### src/rtl/mrg_cfg.svh
// Front end configuration constants
`ifndef MRG_CFG_SVH
`define MRG_CFG_SVH

// --------------------
// Engine array
// --------------------
// Number of request engines behind the arbiter
`define MRG_NUM_ENGINES 4

// Width of the per-engine request count
`define MRG_COUNT_W 8

// --------------------
// Memory side
// --------------------
`define MRG_ADDR_W 32

// Byte step between consecutive requests, one cache line
`define MRG_WORD_BYTES 64

// Request FIFO entries
`define MRG_FIFO_DEPTH 16

// Write lockout after reset, like a vendor FIFO
`define MRG_RESET_BUSY_CYCLES 4

`endif
### src/rtl/mrg_pkg.sv
// Front end shared types
package mrg_pkg;

  `include "mrg_cfg.svh"

  // Index width, never below one bit
  function automatic int idx_width(input int n);
    return (n > 1) ? $clog2(n) : 1;
  endfunction

  localparam int ENGINE_ID_W = idx_width(`MRG_NUM_ENGINES);

  // --------------------
  // Scalar types
  // --------------------
  typedef logic [`MRG_ADDR_W-1:0]  addr_t;
  typedef logic [`MRG_COUNT_W-1:0] count_t;
  typedef logic [ENGINE_ID_W-1:0]  engine_id_t;

  // Read request, address plus source tag
  typedef struct packed {
    addr_t      addr;
    engine_id_t engine;
  } mem_request_t;

  // Host descriptor
  typedef struct packed {
    addr_t  base;
    count_t count;
  } descriptor_t;

endpackage

### src/rtl/request_fifo.sv
// Request FIFO with reset-busy window
`timescale 1ns/1ps
`include "mrg_cfg.svh"

module request_fifo #(
  parameter type payload_t = mrg_pkg::mem_request_t,
  parameter int  DEPTH     = `MRG_FIFO_DEPTH
) (
  input  logic     ap_clk,
  input  logic     control_areset,
  input  logic     push,
  input  payload_t push_data,
  input  logic     pop,
  output payload_t head,
  output logic     valid,
  output logic     full,
  output logic     empty,
  output logic     reset_busy
);
  import mrg_pkg::*;

  localparam int PTR_W  = idx_width(DEPTH);
  localparam int CNT_W  = idx_width(DEPTH + 1);
  localparam int BUSY_W = idx_width(`MRG_RESET_BUSY_CYCLES + 1);

  payload_t          mem [DEPTH];
  logic [PTR_W-1:0]  wr_ptr;
  logic [PTR_W-1:0]  rd_ptr;
  logic [CNT_W-1:0]  count;
  logic [BUSY_W-1:0] busy_cnt;
  logic              wr_en;
  logic              rd_en;

  // Pointer step with wrap at DEPTH
  function automatic logic [PTR_W-1:0] next_ptr(input logic [PTR_W-1:0] ptr);
    return (ptr == PTR_W'(DEPTH - 1)) ? '0 : ptr + PTR_W'(1);
  endfunction

  // --------------------
  // Reset-busy window
  // --------------------
  always_ff @(posedge ap_clk) begin
    if (control_areset) begin
      busy_cnt <= BUSY_W'(`MRG_RESET_BUSY_CYCLES);
    end else if (busy_cnt != '0) begin
      busy_cnt <= busy_cnt - BUSY_W'(1);
    end
  end

  assign reset_busy = (busy_cnt != '0);

  // Looks full while busy so writers hold off
  assign full  = (count == CNT_W'(DEPTH)) || reset_busy;
  assign empty = (count == '0);
  assign valid = !empty;
  assign head  = mem[rd_ptr];

  assign wr_en = push && !full;
  assign rd_en = pop && valid;

  // --------------------
  // Storage and pointers
  // --------------------
  always_ff @(posedge ap_clk) begin
    if (wr_en) begin
      mem[wr_ptr] <= push_data;
    end
  end

  always_ff @(posedge ap_clk) begin
    if (control_areset) begin
      wr_ptr <= '0;
      rd_ptr <= '0;
      count  <= '0;
    end else begin
      if (wr_en) begin
        wr_ptr <= next_ptr(wr_ptr);
      end
      if (rd_en) begin
        rd_ptr <= next_ptr(rd_ptr);
      end
      // Occupancy, unchanged on simultaneous push and pop
      case ({wr_en, rd_en})
        2'b10:   count <= count + CNT_W'(1);
        2'b01:   count <= count - CNT_W'(1);
        default: count <= count;
      endcase
    end
  end

endmodule

### config.mk
export PLATFORM = sky130hd
export DESIGN_NAME = request_fifo
export DESIGN_NICKNAME = d
export VERILOG_FILES = /design/src/rtl/mrg_pkg.sv /design/src/rtl/request_fifo.sv
export VERILOG_INCLUDE_DIRS = /design/src /design/src/rtl
export SDC_FILE = /design/constraint.sdc
export NUM_CORES = 1
export LEC_CHECK = 0
export ABC_CLOCK_PERIOD_IN_PS = 3900
export BUFFER_PORTS_ARGS = -buffer_cell sky130_fd_sc_hd__buf_2
export CAP_MARGIN = 15
export CORE_MARGIN = 2
export CORE_UTILIZATION = 55
export CTS_BUF_LIST = sky130_fd_sc_hd__clkbuf_4
export DETAILED_ROUTE_END_ITERATION = 12
export PLACE_DENSITY_LB_ADDON = 0.3
export SLEW_MARGIN = 20
export SYNTH_ARGS = -nofsm -noshare
export SYNTH_HDL_FRONTEND = slang
export SYNTH_SLANG_ARGS = --single-unit
### constraint.sdc
create_clock -name ap_clk -period 3.9 [get_ports ap_clk]
set_input_delay 0.585 -clock ap_clk [delete_from_list [all_inputs] [get_ports ap_clk]]
set_output_delay 0.585 -clock ap_clk [all_outputs]
set_load 0.05 [all_outputs]
==> impl_metrics.py, run 1 <==
metrics = {
    "floorplan": {
        "dieArea_sq_mm": 0.04067,
        "rows": 72,
        "start_util_pct": 55.60,
        "placeableCoreArea_sq_mm": 0.03865,
        "fp.dieH_um": 201.7,
        "ioPinCount": 76,
        "dieWidth_um": 201.7,
    },
    "critical_path": {
        "crit_family": "buffers and inverters",
        "reg2reg_to": "count[4]",
        "r2r_start": "count[1]",
        "critPathMaxStageDelay_ns": 0.59,
        "r2r_cells": 9,
        "required_ns": 3.31,
        "r2r_slack_ns": 0.90,
        "arrival_ns": 3.01,
        "crit_type": "reg -> out",
        "path_buf_inv": 2,
        "startpoint_type": "flop",
        "critPathMaxFanout": 78,
        "crit_path_cell_trace": "buf_12 -> mux4_2 -> a22oi_1 -> nand2_1 -> buf_2",
        "slowest_stage": "mux4_2",
        "cp_num_cells": 5,
        "crit_path_end_kind": "output pin",
    },
    "sta": {
        "max_slew_margin_pct": 29.97,
        "tns_ns": 0,
        "drv_slew": 0,
        "layout_min_cycle_time_ns": 3.597,
        "max_freq_mhz": 278.0,
        "rsz0062_at_grt": "no",
        "finClkSkew_ns": 0.04478,
        "tightest_slew_ns": 1.050,
        "hold_viol": 0,
        "setup_ws_ns": 0.3028,
        "period_share_pct": 92.24,
        "setup_viol": 0,
    },
    "power_and_ir_drop": {
        "ir_worst_vdd_mv": 0.5953,
        "leakagePower_nw": 7.985,
        "switching_power_mw": 4.007,
        "p_per_area_mw_per_mm2": 599.1,
        "power_switching_share_pct": 27.32,
        "power_frac_clock_pct": 34.2,
        "p_comb_share_pct": 19.3,
        "internal_power_mw": 10.66,
        "seqPwrFrac_pct": 46.6,
    },
    "synthesis": {
        "yosysUniqueCellTypes": 42,
        "synth-main-ff-cell": "edfxtp_1",
        "yosys.area.top_type_share_pct": 76.02,
        "yosys_warnings": 0,
        "synth_area_sq_mm": 0.02149,
        "yosysSeqAreaShare_pct": 77.89,
        "synth_cells": 975,
        "yosys-top-cells-area": "edfxtp_1 (76%), mux4_2 (14%), a22oi_1 (2.4%), dfxtp_1 (1.9%), nand2_1 (0.72%)",
        "syn_nets": 1024,
        "synth-seq-cells": 564,
        "synth-async-reset-ratio_pct": 0,
        "synth.avg_cell_area_sq_um": 22.04,
        "yosysTopAreaCell": "edfxtp_1",
        "synth_edf_count": 544,
    },
    "clock_network": {
        "htree_levels": 4,
        "hold_buffers": 0,
        "cts_tree": "yes",
        "cts_made_buffers": 139,
        "clkTransAtPathRegs_ns": 0.07,
        "clk_latency_ns": 0.82,
        "post-cts-setup-buffer-count": 0,
        "cts_resized": 0,
        "cts_sinks": 564,
        "root_buffer": "clkbuf_4",
        "cts_buffer_depth": 3,
    },
    "place": {
        "io_buffers": 75,
        "gp_congestion": 0.7354,
        "hpwl_mm": 24.20,
        "dp_slack_ns": 0.9585,
    },
    "finish": {
        "area_delta_synth_final_pct": 13.93,
        "layout-drive-gt1-share_pct": 38.47,
        "nets": 1221,
        "utilization_pct": 63.35,
    },
    "routing": {
        "dr_wl_met2_mm": 22.09,
        "wl_met3_mm": 3.297,
        "wl_met1_mm": 18.04,
        "drtIter0Drc": 919,
        "top_layer_used": "met5",
        "ant_nets": 0,
        "wirelength_mm": 44.38,
        "avgRoutedWirePerCell_um": 24.78,
        "dr_total_vias": 10750,
        "dr.pass1.iters": 5,
        "drcViolationCount": 0,
        "avgViaCountPerCell": 6.001,
    },
    "min_path": {
        "whs_path_depth": 1,
        "holdPathEnd": "mem[12][27]",
        "hp-class": "in -> reg",
        "min_from": "push_data[27]",
    },
    "grt": {
        "overflow": 0,
        "grt_pass1_vias": 11430,
        "grt_max_degree": 79,
        "grt_usage_pct": 22.61,
        "antenna_found_initial": 3,
        "grt_pass1_wl_mm": 67.59,
    },
    "outcome": {
        "status": "finished, final reports clean",
    },
    "job": {
        "maxCapViolations": 0,
    },
}
==> cell usage after synthesis, types with 3 or more instances <==
cell and n:
nor3_1 3, mux4_2 136, buf_1 8, ha_1 11, nand4b_1 3, nor2_1 14, a22oi_1 68, and3_1 9
edfxtp_1 544, inv_1 10, nand4_1 3, clkbuf_1 27, buf_4 5, xnor2_1 3, a211oi_1 3, xor2_1 3
nand2_1 41, buf_2 13, and2_1 9, o21ai_0 4, mux2i_1 3, dfxtp_1 20, a21oi_1 9
==> metrics by stage <==
step | power, mW | hold slack, ns | std cells | area, sq um
5_1_grt | 15.31 | 0.08272 | 1790 | 24480
6_report | 14.67 | 0.1400 | 1791 | 24480
3_5_place_dp | 9.819 | 0.4576 | 1549 | 22650
4_1_cts | 14.83 | 0.06749 | 1789 | 24480
3_3_place_gp | 9.779 | 0.4509 | 1549 | 22650
2_1_floorplan | 9.210 | 0.4329 | 975 | 21490
==> kinds of logic after synthesis <==
| logic type | count (synthesis) | synth area share [%] |
|---|---|---|
| DFF | 564 | 77.89 |
| muxes | 139 | 14.39 |
| AOI/OAI and AO/OA | 96 | 3.331 |
| and+or+nand+nor | 96 | 2.242 |
| buffers and inverters | 63 | 1.264 |
| adders and majority gates | 11 | 0.6405 |
| xor gates and xnor gates | 6 | 0.2446 |
==> cells in the final DEF, fill, tap and decap left out, types with 3 or more instances in the layout <==
cell type	Yosys	routed
a211oi_1	3	3
a21oi_1	9	9
a22oi_1	68	68
and2_2	0	9
and3_2	0	8
buf_12	0	5
buf_2	13	75
buf_4	5	29
bufinv_16	0	6
clkbuf_4	0	201
clkinv_1	0	23
clkinv_2	0	5
clkinvlp_4	0	3
dfxtp_1	20	18
edfxtp_1	544	544
ha_1	11	11
inv_1	10	10
mux2i_1	3	3
mux4_2	136	136
nand2_1	41	41
nand4_1	3	3
nand4b_1	3	3
nor2_1	14	13
nor3_1	3	3
o21ai_0	4	4
xnor2_1	3	3
xor2_1	3	3
==> flip-flops by register name, indices dropped and copies added, names as in the netlist, named ones only <==
signal    flops
busy_cnt      3
rd_ptr        4
wr_ptr        4
mem         544
count         5
==> worst max-delay path by stage <==
stage / end
6_report: head[11]
2_1_floorplan: count[4]
5_1_grt: head[19]
3_3_place_gp: count[4]
3_5_place_dp: count[4]
4_1_cts: head[19]
==> power by group through the flow <==
| stage | registers, mW | logic, mW | clock network (mW) |
|---|---|---|---|
| 6_report | 6.83 | 2.82 | 5.01 |
| 5_1_grt | 6.84 | 3.03 | 5.44 |
| 4_1_cts | 6.83 | 2.87 | 5.13 |
| 3_5_place_dp | 6.96 | 2.86 | 0 |
| 3_3_place_gp | 6.95 | 2.83 | 0 |
| 2_1_floorplan | 6.90 | 2.31 | 0 |
==> metal layers <==
metal	vias up	global-route usage [%]
li1	4611	-
met1	5601	30.67
met2	462	36.13
met3	72	5.539
met4	2	8.456
met5	-	0
==> worst register-to-register path: stages, from the launching register on <==
cell	delay, ns
dfxtp_1	0.38
or4_4	0.59
o21ai_2	0.27
inv_1	0.11
ha_1	0.32
ha_1	0.36
o21ai_0	0.09
or3_1	0.36
a2111o_1	0.39
nand4_1	0.07
==> layout make-up <==
type | instances | area (sq um)
antenna | 2 | 5.005
clock buffer | 201 | 1509
clock inverter | 39 | 321.6
fill | 2661 | 14160
inverter | 10 | 37.54
multi-input combinational | 348 | 4524
sequential | 564 | 16740
tap | 518 | 648.1
timing repair buffer | 109 | 693.2
Power figures use the tool's default switching activity.
==> run 2, diff against run 1 <==
CTS_BUF_LIST = not set   (was sky130_fd_sc_hd__clkbuf_4)
==> impl_metrics.py, run 2 (synthesis results as in run 1) <==
metrics = {
    "critical_path": {
        "crit_path_cell_trace": "buf_12 -> mux4_2 -> a22oi_1 -> nand2_1 -> buf_2",
        "slowest_stage": "mux4_2",
        "critPathMaxFanout": 78,
        "critPathMaxStageDelay_ns": 0.58,
        "required_ns": 3.31,
        "startpoint_type": "flop",
        "path_buf_inv": 2,
        "crit_type": "reg -> out",
        "arrival_ns": 2.81,
        "crit_path_end_kind": "output pin",
        "crit_family": "buffers and inverters",
    },
    "power_and_ir_drop": {
        "seqPwrFrac_pct": 46.1,
        "ir_worst_vdd_mv": 0.5935,
        "switching_power_mw": 3.914,
        "p_per_area_mw_per_mm2": 607.5,
        "p_comb_share_pct": 19.0,
        "leakagePower_nw": 7.776,
        "power_switching_share_pct": 26.41,
        "p_total_mw": 14.82,
        "power_frac_clock_pct": 34.9,
        "internal_power_mw": 10.91,
    },
    "sta": {
        "period_share_pct": 87.05,
        "tns_ns": 0,
        "drv_slew": 0,
        "finClkSkew_ns": 0.01545,
        "worst_hold_slack_ns": 0.3582,
        "tightest_slew_ns": 1.045,
        "rsz0062_at_grt": "no",
        "max_slew_margin_pct": 30.33,
        "layout_min_cycle_time_ns": 3.395,
        "max_freq_mhz": 294.6,
        "hold_viol": 0,
        "setup_viol": 0,
    },
    "clock_network": {
        "hold_buffers": 0,
        "cts_made_buffers": 55,
        "cts_tree": "yes",
        "cts_sinks": 564,
        "cts_resized": 0,
        "post-cts-setup-buffer-count": 0,
        "htree_levels": 2,
        "clkTransAtPathRegs_ns": 0.06,
        "root_buffer": "clkbuf_16",
        "cts_buffer_depth": 3,
        "clk_latency_ns": 0.60,
    },
    "grt": {
        "overflow": 0,
        "antenna_found_initial": 2,
        "grt_max_degree": 79,
        "grt_pass1_wl_mm": 66.64,
        "grt_usage_pct": 22.32,
        "grt_pass1_vias": 10750,
    },
    "finish": {
        "largest_reg_flops": 544,
        "reg.largest.list": "mem x544, count x5",
        "largest_register": "mem",
        "fin_area_sq_mm": 0.02440,
        "layout.cells.non_filler": 1647,
        "final_cell_mix": "edfxtp_1 (544), mux4_2 (136), buf_2 (75), a22oi_1 (68), clkbuf_16 (56)",
        "nets": 1137,
        "area_delta_synth_final_pct": 13.56,
        "fill_cells": 2589,
        "n_antenna_cell": 0,
        "layout_commonest_cell": "edfxtp_1",
        "layout-drive-gt1-share_pct": 31.00,
    },
    "routing": {
        "avgViaCountPerCell": 6.202,
        "wirelength_mm": 43.87,
        "dr.pass1.iters": 5,
        "drcViolationCount": 0,
        "dr_total_vias": 10210,
        "drtIter0Drc": 979,
        "ant_nets": 0,
        "avgRoutedWirePerCell_um": 26.63,
    },
    "job": {
        "maxCapViolations": 0,
    },
    "place": {
        "placedCellCount": 1549,
        "place_area_sq_mm": 0.02265,
        "gp_congestion": 0.7354,
        "io_buffers": 75,
        "hpwl_mm": 24.20,
    },
    "min_path": {
        "hp-class": "in -> reg",
    },
    "floorplan": {
        "dieArea_sq_mm": 0.04067,
        "fp.dieH_um": 201.7,
        "ioPinCount": 76,
        "placeableCoreArea_sq_mm": 0.03865,
        "rows": 72,
        "dieWidth_um": 201.7,
        "start_util_pct": 55.60,
    },
    "outcome": {
        "status": "finished, final reports clean",
    },
}
[run 2: changes by cell type in the layout (fill, tap and decap cells not counted)]
cell        change
clkbuf_1        +8
clkinv_8        +1
clkbuf_16      +56
diode_2         -2
clkinv_1       -11
clkinvlp_4      -2
inv_6           +1
inv_2           -2
clkinv_2        +8
clkbuf_4      -201
[run 2: stage by stage]
step	worst slack [ns]	util (%)
CTS	0.4446	63.14
detailed placement	0.9585	58.60
floorplan	1.024	-
global placement	1.016	58.60
finish	0.5050	63.14
global route	0.3066	63.14
[run 2: path summary, 6_finish.rpt]
path                 start           to  slack (ns)  cells past startpoint
max                   flop     head[19]        0.50                      5
min          push_data[27]   mem[1][27]        0.36                      1
max reg2reg       count[1]     count[4]        0.92                      9
min reg2reg    busy_cnt[2]  busy_cnt[2]        0.48                      1
[run 2: power by group through the flow]
stage	combinational [mW]	sequential, mW	clock, mW
2_1_floorplan	2.31	6.90	0
3_3_place_gp	2.83	6.95	0
3_5_place_dp	2.86	6.96	0
4_1_cts	2.87	6.83	5.24
5_1_grt	3.03	6.84	5.48
6_report	2.82	6.83	5.17
[run 2: cell type report]
class	instances	area, sq um	area share (%)
flip-flops and latches	564	16740	68.62
multi-input cells	348	4524	18.54
clock buffers	64	1431	5.866
repair buffers	109	693.2	2.841
well taps	518	648.1	2.656
clock inverters	34	322.8	1.323
inverters	10	37.54	0.1538
[run 2: routing by layer]
layer  routed length [um]  GRT usage, %
met2                21960         36.19
met4                  790         5.777
met1                17760         31.62
met3                 3324         4.519
met5                   27             0
