**src/rtl/mrg_cfg.svh**
```systemverilog
// Front end configuration constants
`ifndef MRG_CFG_SVH
`define MRG_CFG_SVH

// --------------------
// Engine array
// --------------------
// Number of request engines behind the arbiter
`define MRG_NUM_ENGINES 4

// Width of the per-engine request count
`define MRG_COUNT_W 8

// --------------------
// Memory side
// --------------------
`define MRG_ADDR_W 32

// Byte step between consecutive requests, one cache line
`define MRG_WORD_BYTES 64

// Request FIFO entries
`define MRG_FIFO_DEPTH 16

// Write lockout after reset, like a vendor FIFO
`define MRG_RESET_BUSY_CYCLES 4

`endif
```
**src/rtl/mrg_pkg.sv**
```systemverilog
// Front end shared types
package mrg_pkg;

  `include "mrg_cfg.svh"

  // Index width, never below one bit
  function automatic int idx_width(input int n);
    return (n > 1) ? $clog2(n) : 1;
  endfunction

  localparam int ENGINE_ID_W = idx_width(`MRG_NUM_ENGINES);

  // --------------------
  // Scalar types
  // --------------------
  typedef logic [`MRG_ADDR_W-1:0]  addr_t;
  typedef logic [`MRG_COUNT_W-1:0] count_t;
  typedef logic [ENGINE_ID_W-1:0]  engine_id_t;

  // Read request, address plus source tag
  typedef struct packed {
    addr_t      addr;
    engine_id_t engine;
  } mem_request_t;

  // Host descriptor
  typedef struct packed {
    addr_t  base;
    count_t count;
  } descriptor_t;

endpackage

```
**src/rtl/mrg_if.sv**
```systemverilog
// Descriptor and request interfaces
`timescale 1ns/1ps
`include "mrg_cfg.svh"

// --------------------
// Descriptor fan-out
// --------------------
interface descriptor_if #(
  parameter int NUM_ENGINES = `MRG_NUM_ENGINES
) ();

  // One-cycle launch pulse
  logic            start;
  // Held for the whole run
  mrg_pkg::addr_t  base;
  mrg_pkg::count_t count;
  // One bit per engine, each driven by its own engine
  wire [NUM_ENGINES-1:0] busy;

  modport ctrl (output start, output base, output count, input busy);
  modport engine (input start, input base, input count, output busy);

endinterface


```
**src/rtl/kernel_control.sv**
```systemverilog
// Kernel run control
`timescale 1ns/1ps

module kernel_control (
  input  logic                 ap_clk,
  input  logic                 control_areset,
  input  logic                 ap_start,
  input  mrg_pkg::descriptor_t descriptor_in,
  input  logic                 fifo_reset_busy,
  input  logic                 fifo_empty,
  descriptor_if.ctrl           desc,
  output logic                 ap_idle,
  output logic                 ap_ready,
  output logic                 ap_done,
  output logic                 setup_busy
);
  import mrg_pkg::*;

  typedef enum logic [1:0] {
    ST_IDLE,
    ST_RUN,
    ST_FINISH
  } run_state_t;

  run_state_t  state;
  logic        ap_start_q;
  descriptor_t descriptor_q;
  logic        accept;
  logic        run_complete;

  // --------------------
  // Input registers
  // --------------------
  always_ff @(posedge ap_clk) begin
    if (control_areset) begin
      ap_start_q <= 1'b0;
      setup_busy <= 1'b1;
    end else begin
      ap_start_q <= ap_start;
      // Setup follows FIFO reset-busy, one stage late
      setup_busy <= fifo_reset_busy;
    end
  end

  // Descriptor payload register
  always_ff @(posedge ap_clk) begin
    descriptor_q <= descriptor_in;
  end

  // Start only from idle with setup done
  assign accept = (state == ST_IDLE) && ap_start_q && !setup_busy;

  // Busy bits lag start by one cycle, so skip the launch cycle
  assign run_complete = !desc.start && !(|desc.busy) && fifo_empty;

  // --------------------
  // Run FSM
  // --------------------
  always_ff @(posedge ap_clk) begin
    if (control_areset) begin
      state      <= ST_IDLE;
      ap_idle    <= 1'b1;
      ap_ready   <= 1'b0;
      ap_done    <= 1'b0;
      desc.start <= 1'b0;
    end else begin
      // Pulses default low
      ap_ready   <= 1'b0;
      ap_done    <= 1'b0;
      desc.start <= 1'b0;
      case (state)
        ST_IDLE: begin
          if (accept) begin
            state      <= ST_RUN;
            ap_ready   <= 1'b1;
            ap_idle    <= 1'b0;
            desc.start <= 1'b1;
          end
        end
        ST_RUN: begin
          if (run_complete) begin
            state   <= ST_FINISH;
            ap_done <= 1'b1;
            ap_idle <= 1'b1;
          end
        end
        // Done cycle, no new start accepted here
        ST_FINISH: state <= ST_IDLE;
        default:   state <= ST_IDLE;
      endcase
    end
  end

  // Descriptor captured on acceptance, held for the run
  always_ff @(posedge ap_clk) begin
    if (accept) begin
      desc.base  <= descriptor_q.base;
      desc.count <= descriptor_q.count;
    end
  end

endmodule

```
**src/flat_wrapper.sv**
```systemverilog
// flat-port wrapper written by rule: the top's interface ports become plain ports
module kernel_control_flat import mrg_pkg::*;
  (ap_clk, control_areset, ap_start, descriptor_in, fifo_reset_busy, fifo_empty, ap_idle, ap_ready, ap_done, setup_busy, desc_start, desc_base, desc_count, desc_busy);
  descriptor_if desc_i ();
  input  logic ap_clk;
  input  logic control_areset;
  input  logic ap_start;
  input  mrg_pkg::descriptor_t descriptor_in;
  input  logic fifo_reset_busy;
  input  logic fifo_empty;
  output logic ap_idle;
  output logic ap_ready;
  output logic ap_done;
  output logic setup_busy;
  output wire logic [$bits(desc_i.start)-1:0] desc_start;
  output wire logic [$bits(desc_i.base)-1:0] desc_base;
  output wire logic [$bits(desc_i.count)-1:0] desc_count;
  input wire logic [$bits(desc_i.busy)-1:0] desc_busy;
  assign desc_start = desc_i.start;
  assign desc_base = desc_i.base;
  assign desc_count = desc_i.count;
  assign desc_i.busy = desc_busy;
  kernel_control u_core (.ap_clk(ap_clk), .control_areset(control_areset), .ap_start(ap_start), .descriptor_in(descriptor_in), .fifo_reset_busy(fifo_reset_busy), .fifo_empty(fifo_empty), .desc(desc_i), .ap_idle(ap_idle), .ap_ready(ap_ready), .ap_done(ap_done), .setup_busy(setup_busy));
endmodule
```
**config.mk**
```make
export PLATFORM = sky130hd
export DESIGN_NAME = kernel_control_flat
export DESIGN_NICKNAME = d
export VERILOG_FILES = /design/src/rtl/mrg_pkg.sv /design/src/rtl/mrg_if.sv /design/src/rtl/kernel_control.sv /design/src/flat_wrapper.sv
export VERILOG_INCLUDE_DIRS = /design/src /design/src/rtl
export SDC_FILE = /design/constraint.sdc
export NUM_CORES = 1
export LEC_CHECK = 0
export ABC_AREA = 1
export ABC_CLOCK_PERIOD_IN_PS = 3000
export BUFFER_PORTS_ARGS = -buffer_cell sky130_fd_sc_hd__buf_4
export CORE_ASPECT_RATIO = 1.5
export CORE_MARGIN = 2
export CORE_UTILIZATION = 45
export CTS_CLUSTER_DIAMETER = 50
export DETAILED_ROUTE_END_ITERATION = 7
export HOLD_SLACK_MARGIN = 0.02
export PLACE_DENSITY = 0.84
export SLEW_MARGIN = 15
export SYNTH_ARGS = -nofsm -noshare
export SYNTH_HDL_FRONTEND = slang
export SYNTH_SLANG_ARGS = --single-unit
```
**constraint.sdc**
```tcl
create_clock -name ap_clk -period 3 [get_ports ap_clk]
set_input_delay 0.9 -clock ap_clk [delete_from_list [all_inputs] [get_ports ap_clk]]
set_output_delay 0.9 -clock ap_clk [all_outputs]
set_load 0.02 [all_outputs]
```
==> results of run 1 <==
power groups by stage:
stage                     registers [W]   logic, W  clock network [W]
after floorplan                 0.00133  0.0000109                  0
after global placement          0.00132  0.0000896                  0
after detailed placement        0.00132  0.0000915                  0
after CTS                       0.00129  0.0000916           0.000706
after global routing            0.00130  0.0000969           0.000761
final                           0.00129  0.0000901           0.000680
cells by family after synthesis:
kind of cell / synth area share [%]
compound gates: 0.440
buf+inv: 1.32
flops: 94.2
simple gates: 4.02
sequential cells by signal, summed over array words and instances (netlist names):
signal,cells
u_core.descriptor_q,40
u_core.desc.base,32
u_core.desc.count,8
u_core.state,2
u_core.ap_done,1
u_core.ap_idle,1
u_core.ap_start_q,1
u_core.desc.start,1
u_core.setup_busy,1
area by class of cell:
| type | count | share of cell area, % |
|---|---|---|
| tap | 66 | 2.56 |
| clock buffer | 10 | 3.96 |
| multi-input combinational | 19 | 3.14 |
| clock inverter | 6 | 1.40 |
| inverter | 6 | 0.698 |
| sequential | 87 | 66.4 |
| timing repair buffer | 94 | 21.9 |
final timing paths:
path                      startpoint              endpoint  slack (ns)  depth (start not counted)
min          u_core.descriptor_q[11]   u_core.desc.base[3]        0.41                          0
max             u_core.desc.base[11]         desc_base[11]        1.19                          1
min reg2reg  u_core.descriptor_q[11]   u_core.desc.base[3]        0.41                          0
max reg2reg          u_core.state[1]  u_core.desc.base[23]        1.32                          4
placed cells by master (no fill, tap or decap), types with 2 or more instances in the layout:
cell type / Yosys / layout
sky130_fd_sc_hd__clkbuf_8: 0 / 9
sky130_fd_sc_hd__nor2_2: 2 / 2
sky130_fd_sc_hd__inv_1: 5 / 5
sky130_fd_sc_hd__buf_4: 1 / 94
sky130_fd_sc_hd__nor2_1: 7 / 7
sky130_fd_sc_hd__dfxtp_1: 47 / 47
sky130_fd_sc_hd__edfxtp_1: 40 / 40
sky130_fd_sc_hd__clkinvlp_4: 0 / 3
sky130_fd_sc_hd__nand2_1: 2 / 2
layer usage:
metal | GRT usage [%] | vias up | share of wire, %
li1 | - | 591 | -
met1 | 13.4 | 524 | 32
met2 | 22.5 | 61 | 55
met3 | 7.69 | 4 | 11
met4 | 9.04 | 0 | 1.7
met5 | 0 | - | 0
stage by stage:
stage | setup WS, ns | instance area [µm²]
3_5_place_dp | 1.29 | 3050
3_3_place_gp | 1.35 | 3050
6_report | 1.19 | 3230
5_1_grt | 1.13 | 3230
2_1_floorplan | 1.24 | 2270
4_1_cts | 1.16 | 3230
==> flow_metrics.tcl, run 1 <==
set metrics [dict create \
    synth-seq-area-share_pct 94.2 \
    cts_max_path_buffers 2 \
    layout.filler_cells 343 \
    multi_input_combinational_cell_area_um2 101 \
    worstPathBufferInverterCount 1 \
    worst_path_max_delay_cell "sky130_fd_sc_hd__edfxtp_1" \
    synth.most_common_cell "sky130_fd_sc_hd__dfxtp_1" \
    floorplan.die.height_um 91.1 \
    post-cts-setup-buffer-count 0 \
    max_slew.worst_pin.slew_ns 0.521 \
    status "finished, final reports clean" \
    power_frac_seq_pct 62.6 \
    cts_tree "done" \
    final-seq-area_um2 2140 \
    total_wire_length_um 3550 \
    totalNegativeSetupSlack_ns 0 \
    critical-path-top-delay-family "flip-flops" \
    port-buffer-count 93 \
    combPwrFrac_pct 4.4 \
    vdd_ir_drop_max_v 0.000564 \
    final_hold_viol_count 0 \
    fp-row-count 31 \
    hold_path_class "reg2reg" \
    required_ns 2.10 \
    die_w_um 62.0 \
    synth.lib_cells_used.distinct 16 \
    power.net_switching_w 0.000424 \
    pre_repair_dr_iteration_count 2 \
    fin_total_pwr_w 0.00206 \
    setup_violations 0 \
    worstSkewPairLatency_ns 0.34 \
    power.clock.fraction_pct 33.0 \
    yosysWarnings 0 \
    ys_seq_elements 87 \
    wire_length_of_the_first_global_routing_pass_um 5410 \
    dp_wirelength_um 2670 \
    power_leakage_nw 1.34 \
    fin_skew_ns 0.0121 \
    clock_sink_count 87 \
    synth_enable_flop_cells 40 \
    track_usage_pct 14.2 \
    holdWs_ns 0.406 \
    synth_top_area_share_pct 52.8 \
    cts_root_buffer "sky130_fd_sc_hd__clkbuf_8" \
    synth-async-reset-ratio_pct 0 \
    cts-htree-levels 3 \
    synth_top_area_cell "sky130_fd_sc_hd__edfxtp_1" \
    rsz0062_at_grt "false" \
    post_route_cells_drive_above_1_share_pct 51.8 \
    grt_start_max_net_pins 28 \
    crit_end_category "output pin" \
    final-instance-count-excl-fill 288 \
    core_footprint_um2 4850 \
    swShare_pct 20.6 \
    synth-main-ff-cell "sky130_fd_sc_hd__dfxtp_1" \
    synth_top_cells_by_count "47 x sky130_fd_sc_hd__dfxtp_1, 40 x sky130_fd_sc_hd__edfxtp_1, 7 x sky130_fd_sc_hd__nor2_1" \
    syn_area_um2 2270 \
    grt_pass1_vias 1211 \
    initial_antenna_violation_count 0 \
    path_max_fanout 1 \
    synth_fp_nets 162 \
    timing_worst_setup_path_type "reg2out" \
    share_of_the_clock_period_used_by_the_worst_path_pct 60.2 \
    layout-area-overhead-vs-synth_pct 41.9 \
    initial_utilization_pct 46.9 \
    crit_arrival_ns 0.91 \
    post-route-min-period_ns 1.81 \
    globalplace.congestion 0.642 \
    max_slew_margin_pct 65.2 \
    design.portCount 94 \
    report.final.slew_viol_count 0 \
    dpl.cell_count 272 \
    holdBufCountCts 0 \
    cts_buffers 9 \
    critical_path.startpoint_type "flip-flop" \
    synth.area.top_cells "sky130_fd_sc_hd__edfxtp_1 53%, sky130_fd_sc_hd__dfxtp_1 41%, sky130_fd_sc_hd__nor2_1 1.2%" \
    slowest_delay_ns 0.40 \
    route.detailed.vias_per_inst 4.10 \
    timing.max_cap.violations 0 \
    wl_per_cell_um 12.3 \
    die_area_um2 5650 \
    drt_first_iter_violations 23 \
    resize_count_post_cts 0 \
    antenna_cells 0 \
    detail_route.drc_violations 0 \
    power-per-cell-area_nw_per_um2 639 \
    final_util_pct 66.6 \
    critical_path_cell_sequence "buf_4" \
    cts.reportedPaths.clkPinSlew_ns 0.09 \
    finish.net_count 266 \
    max_freq_mhz 554 \
    grt_overflow 0 \
    syn_area_per_cell_um2 20.1 \
    post_synth_inst_count 113 \
    via_count 1180 \
    ant_nets 0 \
    intPower_w 0.00164 \
]
Note: power is estimated with default switching activity, not from simulation.
==> run 2, diff against run 1 <==
- ABC_CLOCK_PERIOD_IN_PS: 3000 -> 1580
- CORE_UTILIZATION: 45 -> 41
- PLACE_DENSITY: 0.84 -> 0.81
- clock period: 3 -> 1.58 ns (I/O delays scaled with it)
==> run 2 against run 1 <==
Against the previous run: first-iteration DRC count increased by 17%; clock skew decreased by 0.0075 ns; count of clock-buffer cells in the layout increased by 4; cell count increased by 1.0%; via count increased by 0.34%; die area increased by 9.2%; flip-flop and latch count unchanged; worst setup slack got worse by 0.98 ns; highest routed layer unchanged; clock power increased by 110%.
==> flow_metrics.tcl, run 2 (synthesis results as in run 1) <==
set metrics [dict create \
    largest_register_ffs 40 \
    post-cts-setup-buffer-count 0 \
    dpl.cell_count 276 \
    fp-row-count 33 \
    rsz0062_at_grt "false" \
    cts_root_buffer "sky130_fd_sc_hd__clkbuf_8" \
    post-route-min-period_ns 1.37 \
    path_max_fanout 1 \
    dp_wirelength_um 2530 \
    final_hold_viol_count 0 \
    track_usage_pct 12.1 \
    setup_slack_ns 0.215 \
    worstSkewPairLatency_ns 0.33 \
    max_slew.worst_pin.slew_ns 0.208 \
    power-per-cell-area_nw_per_um2 1240 \
    critical_path_cell_sequence "buf_4" \
    max_freq_mhz 733 \
    report.final.slew_viol_count 0 \
    layout_common_cells "93 x sky130_fd_sc_hd__buf_4, 47 x sky130_fd_sc_hd__dfxtp_1, 40 x sky130_fd_sc_hd__edfxtp_1" \
    wl_per_cell_um 11.9 \
    final_util_pct 60.2 \
    initial_utilization_pct 42.0 \
    pre_repair_dr_iteration_count 4 \
    globalplace.congestion 0.660 \
    share_of_the_clock_period_used_by_the_worst_path_pct 86.4 \
    drt_first_iter_violations 27 \
    crit_end_category "output pin" \
    via_count 1184 \
    detail_route.drc_violations 0 \
    timing.max_cap.violations 0 \
    total_wire_length_um 3450 \
    initial_antenna_violation_count 0 \
    grt_start_max_net_pins 41 \
    max_slew_margin_pct 86.1 \
    hold_path_class "in2reg" \
    cts_tree "done" \
    critical-path-top-delay-family "flip-flops" \
    ant_nets 0 \
    route.detailed.vias_per_inst 4.07 \
    grt.met3_usage_pct 7.91 \
    required_ns 1.11 \
    design.portCount 94 \
    post_route_cells_drive_above_1_share_pct 50.7 \
    grt-busiest-layer "met2" \
    cts_max_path_buffers 2 \
    holdBufCountCts 0 \
    crit_arrival_ns 0.89 \
    totalNegativeSetupSlack_ns 0 \
    wire_length_of_the_first_global_routing_pass_um 5130 \
    fin_skew_ns 0.00460 \
    grt_pass1_vias 1133 \
    final_common_cell "sky130_fd_sc_hd__buf_4" \
    floorplan.die.height_um 95.2 \
    power_leakage_nw 1.35 \
    fin_total_pwr_w 0.00404 \
    die_area_um2 6170 \
    finish.net_count 266 \
    layout.filler_cells 444 \
    setup_violations 0 \
    timing_worst_setup_path_type "reg2out" \
    antenna_cells 0 \
    cts_buffers 9 \
    cts-htree-levels 3 \
    critical_path.startpoint_type "flip-flop" \
    final-instance-count-excl-fill 291 \
    placement.setup.worst_slack_ns 0.409 \
    clock_sink_count 87 \
    cts.reportedPaths.clkPinSlew_ns 0.07 \
    status "finished, final reports clean" \
    grt_util_met1_pct 11.3 \
    worst_path_max_delay_cell "sky130_fd_sc_hd__edfxtp_1" \
    worstPathBufferInverterCount 1 \
    layout-area-overhead-vs-synth_pct 43.3 \
    resize_count_post_cts 0 \
    port-buffer-count 93 \
    grt_overflow 0 \
    core_footprint_um2 5410 \
    vdd_ir_drop_max_v 0.000730 \
    reg.largest.list "u_core.descriptor_q x40, u_core.desc.base x32, u_core.desc.count x8" \
    die_w_um 64.8 \
    globalRouteMet2Util_pct 18.9 \
    slowest_delay_ns 0.39 \
    largest-register "u_core.descriptor_q" \
]
==> run 2: worst register-to-register path, stage by stage, from the launching register on <==
cell,delay [ns]
sky130_fd_sc_hd__dfxtp_1,0.34
sky130_fd_sc_hd__nor2_2,0.12
sky130_fd_sc_hd__nand2_2,0.09
sky130_fd_sc_hd__clkinvlp_4,0.09
sky130_fd_sc_hd__buf_12,0.21
==> run 2: path summary, 6_finish.rpt <==
| path | to | slack (ns) | cells after the start | from |
|---|---|---|---|---|
| setup reg to reg | u_core.desc.base[15] | 0.41 | 4 | u_core.state[1] |
| setup / recovery | desc_base[27] | 0.21 | 1 | u_core.desc.base[27] |
| hold / removal | u_core.descriptor_q[33] | 0.24 | 1 | descriptor_in[33] |
| hold reg to reg | u_core.desc.base[11] | 0.40 | 0 | u_core.descriptor_q[19] |
==> run 2: power breakdown <==
group          switching, W  internal, W
sequential        0.0000206      0.00243
clock              0.000645     0.000769
combinational     0.0000678     0.000106
==> run 2: metal layers <==
metal,vias to the layer above,wire (µm)
li1,593,-
met1,519,1200
met2,63,1750
met3,9,384
met4,0,114
met5,-,0
==> run 2: cell type report <==
class,count,area (µm²),area share [%]
clock buffers,14,153,4.69
clock inverters,1,30.0,0.922
flip-flops and latches,87,2140,65.7
repair buffers,94,718,22.0
inverters,6,26.3,0.806
multi-input cells,19,101,3.11
well taps,70,87.6,2.69
==> run 2: stage by stage <==
step,hold WS [ns],cell area (µm²)
final,0.236,3260
after global placement,0.386,3080
after CTS,0.218,3260
after floorplan,0.386,2280
after global routing,0.210,3260
after detailed placement,0.389,3080
